==> src/design/smc_mac_pkg.sv <==
// external bus fixed at 8 bits; sizes other than byte, halfword and word are not encoded
`default_nettype none

package smc_mac_pkg;

  // --------------------------------------------------
  // widths
  // --------------------------------------------------
  localparam int WORD_W = 32; // wishbone data
  localparam int EXT_W  = 8;  // static memory data
  localparam int ADDR_W = 16; // wishbone word address, ext bus adds 2 bits

  // transfer size as decoded from wb_sel
  typedef enum logic [1:0] {
    XSIZ_8  = 2'b00,
    XSIZ_16 = 2'b01,
    XSIZ_32 = 2'b10
  } xfer_size_t;

  typedef logic [1:0] access_idx_t; // accesses left after the current one

  // one wishbone request, as launched and as stored
  typedef struct packed {
    logic [ADDR_W-1:0] addr;   // word address
    logic              we;     // write flag
    xfer_size_t        size;
    logic [WORD_W-1:0] wdata;  // lanes from bit 0
  } smc_req_t;

  // one read byte returned by the sequencer
  typedef struct packed {
    logic             valid;
    access_idx_t      idx;     // also the lane it lands in
    logic [EXT_W-1:0] data;
  } smc_beat_t;

  // starting access count for a size, so n-1
  function automatic access_idx_t accesses_for_size(xfer_size_t size);
    access_idx_t n;
    case (size)
      XSIZ_32: n = 2'd3; // four accesses
      XSIZ_16: n = 2'd1; // two accesses
      default: n = 2'd0; // single access
    endcase
    return n;
  endfunction

endpackage

`default_nettype wire
==> src/design/smc_mac_top.sv <==
// one transfer in flight; ack latency is n*(WAIT_CYCLES+1)+3 cycles for n byte accesses
`timescale 1ns/100ps
`default_nettype none

module smc_mac_top #(
  parameter int unsigned WAIT_CYCLES = 1
) (
  input  logic                           sys_clk5,
  input  logic                           n_sys_reset5,
  // wishbone classic slave
  input  logic                           wb_cyc,
  input  logic                           wb_stb,
  input  logic                           wb_we,
  input  logic [smc_mac_pkg::ADDR_W-1:0] wb_adr,
  input  logic [3:0]                     wb_sel,
  input  logic [smc_mac_pkg::WORD_W-1:0] wb_dat_w,
  output logic                           wb_ack,
  output logic [smc_mac_pkg::WORD_W-1:0] wb_dat_r,
  // external static memory
  output logic                           ext_cs,
  output logic                           ext_we,
  output logic [smc_mac_pkg::ADDR_W+1:0] ext_addr,
  output logic [smc_mac_pkg::EXT_W-1:0]  ext_wdata,
  input  logic [smc_mac_pkg::EXT_W-1:0]  ext_rdata
);

  import smc_mac_pkg::*;

  logic              launch;   // front -> buffer
  smc_req_t          req_new;  // request as presented
  logic              start;    // buffer -> sequencer
  smc_req_t          req_held; // stored request
  smc_beat_t         beat;     // read byte per access
  access_idx_t       cur_idx;
  logic [EXT_W-1:0]  wr_byte;
  logic              done;     // sequencer -> front
  logic [WORD_W-1:0] rd_word;

  // --------------------------------------------------
  // blocks
  // --------------------------------------------------
  smc_wb_front u_front (
    .sys_clk5     (sys_clk5),
    .n_sys_reset5 (n_sys_reset5),
    .wb_cyc       (wb_cyc),
    .wb_stb       (wb_stb),
    .wb_we        (wb_we),
    .wb_adr       (wb_adr),
    .wb_sel       (wb_sel),
    .wb_dat_w     (wb_dat_w),
    .done         (done),
    .rd_word      (rd_word),
    .wb_ack       (wb_ack),
    .wb_dat_r     (wb_dat_r),
    .launch       (launch),
    .req          (req_new)
  );

  smc_mac_buffer u_buffer (
    .sys_clk5     (sys_clk5),
    .n_sys_reset5 (n_sys_reset5),
    .launch       (launch),
    .req_in       (req_new),
    .beat         (beat),
    .cur_idx      (cur_idx),
    .start        (start),
    .req_out      (req_held),
    .wr_byte      (wr_byte),
    .rd_word      (rd_word)
  );

  smc_ext_seq #(
    .WAIT_CYCLES  (WAIT_CYCLES)
  ) u_seq (
    .sys_clk5     (sys_clk5),
    .n_sys_reset5 (n_sys_reset5),
    .start        (start),
    .req          (req_held),
    .ext_rdata    (ext_rdata),
    .wr_byte      (wr_byte),
    .cur_idx      (cur_idx),
    .beat         (beat),
    .done         (done),
    .ext_cs       (ext_cs),
    .ext_we       (ext_we),
    .ext_addr     (ext_addr),
    .ext_wdata    (ext_wdata)
  );

endmodule

`default_nettype wire

==> src/design/smc_ext_seq.sv <==
// each access holds ext_cs for WAIT_CYCLES+1 cycles; start must not arrive while busy
`timescale 1ns/100ps
`default_nettype none

module smc_ext_seq #(
  parameter int unsigned WAIT_CYCLES = 1
) (
  input  logic                           sys_clk5,
  input  logic                           n_sys_reset5,
  input  logic                           start,
  input  smc_mac_pkg::smc_req_t          req,
  input  logic [smc_mac_pkg::EXT_W-1:0]  ext_rdata,
  input  logic [smc_mac_pkg::EXT_W-1:0]  wr_byte,
  output smc_mac_pkg::access_idx_t       cur_idx,
  output smc_mac_pkg::smc_beat_t         beat,
  output logic                           done,
  output logic                           ext_cs,
  output logic                           ext_we,
  output logic [smc_mac_pkg::ADDR_W+1:0] ext_addr,
  output logic [smc_mac_pkg::EXT_W-1:0]  ext_wdata
);

  import smc_mac_pkg::*;

  // wait counter sized for at least one bit
  localparam int WAIT_W = (WAIT_CYCLES > 0) ? $clog2(WAIT_CYCLES + 1) : 1;
  localparam logic [WAIT_W-1:0] WAIT_LAST = WAIT_W'(WAIT_CYCLES);

  logic [WAIT_W-1:0] wait_cnt; // cycle within the access
  access_idx_t       cnt;      // accesses left after this one
  access_idx_t       made;     // accesses already finished
  logic              last_cyc; // final cycle of an access

  assign last_cyc = ext_cs & (wait_cnt == WAIT_LAST);

  // --------------------------------------------------
  // access counter and wait timing
  // --------------------------------------------------
  always_ff @(posedge sys_clk5 or negedge n_sys_reset5)
  begin
    if (!n_sys_reset5)
    begin
      ext_cs   <= 1'b0;
      wait_cnt <= '0;
      cnt      <= '0;
      done     <= 1'b0;
    end
    else
    begin
      done <= 1'b0; // pulse only
      if (start)
      begin
        ext_cs   <= 1'b1;                       // first access next cycle
        wait_cnt <= '0;
        cnt      <= accesses_for_size(req.size);
      end
      else if (ext_cs)
      begin
        if (last_cyc)
        begin
          wait_cnt <= '0;
          if (cnt == 2'd0)
          begin
            ext_cs <= 1'b0; // last access over
            done   <= 1'b1;
          end
          else
          begin
            cnt <= cnt - 2'd1; // next access back to back
          end
        end
        else
        begin
          wait_cnt <= wait_cnt + 1'b1;
        end
      end
    end
  end

  // --------------------------------------------------
  // external bus
  // --------------------------------------------------
  assign made = accesses_for_size(req.size) - cnt;

  // word address times four, then ascending bytes
  assign ext_addr  = {req.addr, 2'b00} + (ADDR_W + 2)'(made);
  assign ext_we    = last_cyc & req.we;                      // strobe on last cycle
  assign ext_wdata = (ext_cs & req.we) ? wr_byte : '0;       // quiet when idle or reading

  assign cur_idx = cnt; // buffer picks the write byte

  // read byte sampled by the buffer at the end of the access
  always_comb
  begin
    beat.valid = last_cyc & ~req.we;
    beat.idx   = cnt;
    beat.data  = ext_rdata;
  end

endmodule

`default_nettype wire

==> src/design/smc_mac_buffer.sv <==
// holds one request at a time; rd_word is valid from done until the next launch
`timescale 1ns/100ps
`default_nettype none

module smc_mac_buffer (
  input  logic                           sys_clk5,
  input  logic                           n_sys_reset5,
  input  logic                           launch,
  input  smc_mac_pkg::smc_req_t          req_in,
  input  smc_mac_pkg::smc_beat_t         beat,
  input  smc_mac_pkg::access_idx_t       cur_idx,
  output logic                           start,
  output smc_mac_pkg::smc_req_t          req_out,
  output logic [smc_mac_pkg::EXT_W-1:0]  wr_byte,
  output logic [smc_mac_pkg::WORD_W-1:0] rd_word
);

  import smc_mac_pkg::*;

  logic [WORD_W-1:0] rd_store; // partial read assembly
  access_idx_t       rep_sel;  // replication choice from stored size

  // --------------------------------------------------
  // request store and start
  // --------------------------------------------------
  always_ff @(posedge sys_clk5 or negedge n_sys_reset5)
  begin
    if (!n_sys_reset5)
    begin
      req_out <= '0;
      start   <= 1'b0;
    end
    else
    begin
      if (launch)
        req_out <= req_in; // kept for the whole transfer
      start <= launch;     // one cycle behind launch
    end
  end

  // write byte for the current access
  // idx 3 -> bits 31:24, idx 0 -> bits 7:0
  always_comb
  begin
    wr_byte = req_out.wdata[int'(cur_idx)*EXT_W +: EXT_W];
  end

  // --------------------------------------------------
  // read store
  // --------------------------------------------------
  always_ff @(posedge sys_clk5 or negedge n_sys_reset5)
  begin
    if (!n_sys_reset5)
    begin
      rd_store <= '0;
    end
    else if (launch)
    begin
      rd_store <= '0; // fresh assembly per transfer
    end
    else if (beat.valid)
    begin
      // msb first, so first beat lands in the highest used lane
      rd_store[int'(beat.idx)*EXT_W +: EXT_W] <= beat.data;
    end
  end

  // --------------------------------------------------
  // lane replication
  // --------------------------------------------------
  assign rep_sel = accesses_for_size(req_out.size);

  always_comb
  begin
    case (rep_sel)
      2'd3:
      begin
        rd_word = rd_store; // full word
      end
      2'd1:
      begin
        rd_word = {2{rd_store[2*EXT_W-1:0]}}; // halfword in both halves
      end
      default:
      begin
        rd_word = {4{rd_store[EXT_W-1:0]}}; // byte in all lanes
      end
    endcase
  end

endmodule

`default_nettype wire

==> src/design/smc_wb_front.sv <==
// master must hold its request until wb_ack; non-standard wb_sel is served as a low-lane byte
`timescale 1ns/100ps
`default_nettype none

module smc_wb_front (
  input  logic                           sys_clk5,
  input  logic                           n_sys_reset5,
  input  logic                           wb_cyc,
  input  logic                           wb_stb,
  input  logic                           wb_we,
  input  logic [smc_mac_pkg::ADDR_W-1:0] wb_adr,
  input  logic [3:0]                     wb_sel,
  input  logic [smc_mac_pkg::WORD_W-1:0] wb_dat_w,
  input  logic                           done,
  input  logic [smc_mac_pkg::WORD_W-1:0] rd_word,
  output logic                           wb_ack,
  output logic [smc_mac_pkg::WORD_W-1:0] wb_dat_r,
  output logic                           launch,
  output smc_mac_pkg::smc_req_t          req
);

  import smc_mac_pkg::*;

  logic       busy; // transfer in flight
  xfer_size_t size; // decoded from select lines

  // --------------------------------------------------
  // size decode
  // --------------------------------------------------
  always_comb
  begin
    case (wb_sel)
      4'b1111: size = XSIZ_32; // all lanes
      4'b0011: size = XSIZ_16; // low halfword
      default: size = XSIZ_8;  // low lane, odd patterns too
    endcase
  end

  // first cycle of a request only
  assign launch = wb_cyc & wb_stb & ~busy & ~wb_ack; // not in ack cycle

  always_comb
  begin
    req.addr  = wb_adr;
    req.we    = wb_we;
    req.size  = size;
    req.wdata = wb_dat_w; // held by master until ack
  end

  // --------------------------------------------------
  // busy flag and ack
  // --------------------------------------------------
  always_ff @(posedge sys_clk5 or negedge n_sys_reset5)
  begin
    if (!n_sys_reset5)
    begin
      busy   <= 1'b0;
      wb_ack <= 1'b0;
    end
    else
    begin
      if (launch)
        busy <= 1'b1;
      else if (done)
        busy <= 1'b0; // free again in ack cycle, ack blocks relaunch
      wb_ack <= done; // one cycle, cycle after done
    end
  end

  // read store is already stable at ack
  assign wb_dat_r = rd_word;

endmodule

`default_nettype wire

==> config.mk <==
export PLATFORM = sky130hd
export DESIGN_NAME = smc_mac_top
export DESIGN_NICKNAME = d
export VERILOG_FILES = /design/src/design/smc_mac_pkg.sv /design/src/design/smc_mac_top.sv /design/src/design/smc_ext_seq.sv /design/src/design/smc_mac_buffer.sv /design/src/design/smc_wb_front.sv
export SDC_FILE = /design/constraint.sdc
export NUM_CORES = 1
export LEC_CHECK = 0
export CAP_MARGIN = 5
export CORE_ASPECT_RATIO = 0.6
export CORE_MARGIN = 4
export CORE_UTILIZATION = 60
export DETAILED_ROUTE_END_ITERATION = 7
export DONT_BUFFER_PORTS = 1
export PLACE_DENSITY = 0.75
export RECOVER_POWER = 50
export SLEW_MARGIN = 15
export SYNTH_ARGS = -nofsm -noshare
export SYNTH_HDL_FRONTEND = slang
export SYNTH_SLANG_ARGS = --single-unit
==> constraint.sdc <==
create_clock -name sys_clk5 -period 4.6 [get_ports sys_clk5]
set_input_delay 0.92 -clock sys_clk5 [delete_from_list [all_inputs] [get_ports sys_clk5]]
set_output_delay 0.92 -clock sys_clk5 [all_outputs]
set_load 0.005 [all_outputs]
==> results.cfg <==
[global_routing]
grt_pass1_vias = 3080
busiest_layer = met1
grt_overflow = 0
grtUsageTotal = 0.238
grt_max_degree = 92
antenna_found_initial = 0
grt_util_met1 = 0.344
grt_pass1_wl_um = 16200
met3_usage = 0.104
grt.met2_usage = 0.334

[power_and_ir_drop]
total_power_uw = 3060
p_leak_uw = 0.00221
ir_drop_mv = 0.333
powerDensity_nw_per_um2 = 662

[critical_path]
start_kind = flip-flop
cpMaxStageDelayCell = nor2b_1
critical_path.max_fanout = 24
crit_arrival_ps = 2520
crit_path_cell_trace = inv_1 -> ha_1 -> nor2b_1 -> a22o_1
end_kind = output port
reg2reg_setup_slack_ps = 1650
critical_path_required_ps = 3680
worst-setup-path-type = reg2out
max_stage_delay_ps = 870

[timing]
fmax_ghz = 0.291
setup_slack_ps = 1160
slew_viol_final = 60
hold-worst-slack_ps = 272
period_minus_slack_ps = 3440
fin_crit_sh = 0.747
finalSetupViolCount = 0
clock_skew_ps = 4.40
setup_tns_ps = 0
slew_headroom = -0.651
hold_violations = 0
worst_slew_pin_slew_ps = 2480
rsz0062_at_grt = no

[logic_synthesis]
synth_cell_types = 35
synth_area_per_cell_um2 = 9.27
synth_area_um2 = 4460
yosys-top-cells-count = 178 x nand2_1, 91 x dfrtp_1, 25 x buf_4
synth_edf_count = 0
synth_async_sr_flop_share = 1.00
netlist_instances = 481
synth.most_common_cell = nand2_1
ys_ff_latch = 91
synth.area.top_cells = dfrtp_1 51%, nand2_1 15%, buf_4 4.2%
synth_flop_cell = dfrtp_1
synth_warnings = 0
synth_top_area_cell = dfrtp_1
ys_seq_area_frac = 0.511
yosys.area.top_type_share = 0.511
syn_nets = 555

[clock_network]
post_cts_resized = 0
clockBufferDepth = 2
htreeDepth = 3
ctsHoldBuffers = 0
clkSinkCount = 91
clock-root-buffer = clkbuf_16
post_cts_buffers = 0
clkTransAtPathRegs_ps = 60
cts_made_buffers = 9
clkLatencyLatePin_ps = 340
tritoncts = done

[die]
rows = 24
dieArea_um2 = 8920
start_util = 0.616
die_h_um = 74.8
core_um2 = 7240
die_w_um = 119
ios = 126

[route]
post_drt_wl_per_cell_um = 18.7
vias = 3283
drtAntennaViolNets = 0
viasPerCell = 5.97
drt_iter0_drc = 302
drt-pass1-iter-count = 6
drc = 0
drt-total-wl_um = 10300

[cells_and_area]
ff_latch_area_um2 = 2280
n_antenna_cell = 0
fillCellCount = 597
multiInputGateArea_um2 = 1840
finalNetCount = 515
area_growth_pct = 3.54
drive_gt1_frac = 0.0762
utilization = 0.638

[worst_hold_path]
min_path_type = in2async

[placed_design]
hpwl_um = 7060
dp_slack_ps = 1550
portBuffers = 0
routabilityCongestion = 0.929

[run]
drv_cap = 1

[status]
status = complete, but fails checks
violations = max-capacitance violations, max-slew violations
-- area by class of cell --
cell class,instances,area share
Clock buffer,10,0.0496
Clock inverter,6,0.0173
Inverter,14,0.0114
Multi-Input combinational cell,323,0.398
Sequential cell,91,0.493
Tap cell,104,0.0282
Timing Repair Buffer,2,0.00244
-- per-layer routing --
| metal | vias to the layer above | wire length [um] |
|---|---|---|
| li1 | 1508 | - |
| met1 | 1587 | 4540 |
| met2 | 177 | 4440 |
| met3 | 11 | 1230 |
| met4 | 0 | 93 |
| met5 | - | 0 |
-- cells by family (layout without fill, tap and decap cells) --
kind of cell	count (synthesis)	in the layout	synth area share
XOR/XNOR	4	4	0.00786
multiplexers	13	13	0.0525
adder cells (fa/ha/maj)	9	9	0.0253
flip-flops	91	91	0.511
AO/OA/AOI/OAI	66	66	0.0962
AND/OR/NAND/NOR	231	231	0.229
buffers and inverters	67	32	0.0786
-- where the power goes --
part / internal, uW / total, uW / switching, uW
logic: 390 / 890 / 500
clock network: 472 / 761 / 289
registers: 1100 / 1410 / 306
-- path summary, 6_finish.rpt --
check | from | endpoint | depth (start not counted)
max | u_buffer.req_out[32]$_DFFE_PN0P_ | wb_dat_r[20] | 4
min | n_sys_reset5 | u_buffer.rd_store[22]$_DFFE_PN0P_ | 0
max reg2reg | u_front.wb_ack$_DFF_PN0_ | u_buffer.req_out[33]$_DFFE_PN0P_ | 3
min reg2reg | u_seq.done$_DFF_PN0_ | u_front.wb_ack$_DFF_PN0_ | 0
max in group asynchronous | n_sys_reset5 | u_buffer.req_out[6]$_DFFE_PN0P_ | 0
min in group sys_clk5 | u_seq.done$_DFF_PN0_ | u_front.wb_ack$_DFF_PN0_ | 0
-- sequential cells by signal, indices dropped and copies added, names as in the netlist --
name / flops
u_seq.ext_cs: 1
u_buffer.req_out: 51
u_seq.wait_cnt: 1
u_seq.done: 1
u_front.busy: 1
u_buffer.rd_store: 32
u_buffer.start: 1
u_seq.cur_idx: 2
u_front.wb_ack: 1
-- worst max-delay path, delay by kind of cell, from the launching register on --
kind | cells | cell delay (ps)
and+or+nand+nor | 1 | 870
adders and majority gates | 1 | 570
DFF | 1 | 350
AOI/OAI and AO/OA | 1 | 310
buffers and inverters | 1 | 70
-- stage by stage --
step | instances | instance area, um^2
2_1_floorplan | 481 | 4460
3_3_place_gp | 534 | 4310
3_5_place_dp | 534 | 4310
4_1_cts | 550 | 4620
5_1_grt | 550 | 4620
6_report | 550 | 4620
-- placed cells by master, fill, tap and decap left out, drive strengths merged, types with 2 or more instances in the layout --
master,netlist,final
a21oi,24,24
a22o,10,10
a22oi,6,6
a32o,8,8
and3,9,9
and4b,3,3
bufinv,0,2
clkbuf,17,11
clkinv,0,4
dfrtp,91,91
ha,9,9
inv,14,14
mux2,3,3
mux2i,2,2
mux4,8,8
nand2,178,178
nand3,24,24
nand4,2,2
nand4b,3,3
nor2,3,3
nor3b,2,2
o21ai,16,16
xnor2,4,4
Note: power is estimated with default switching activity, not from simulation.
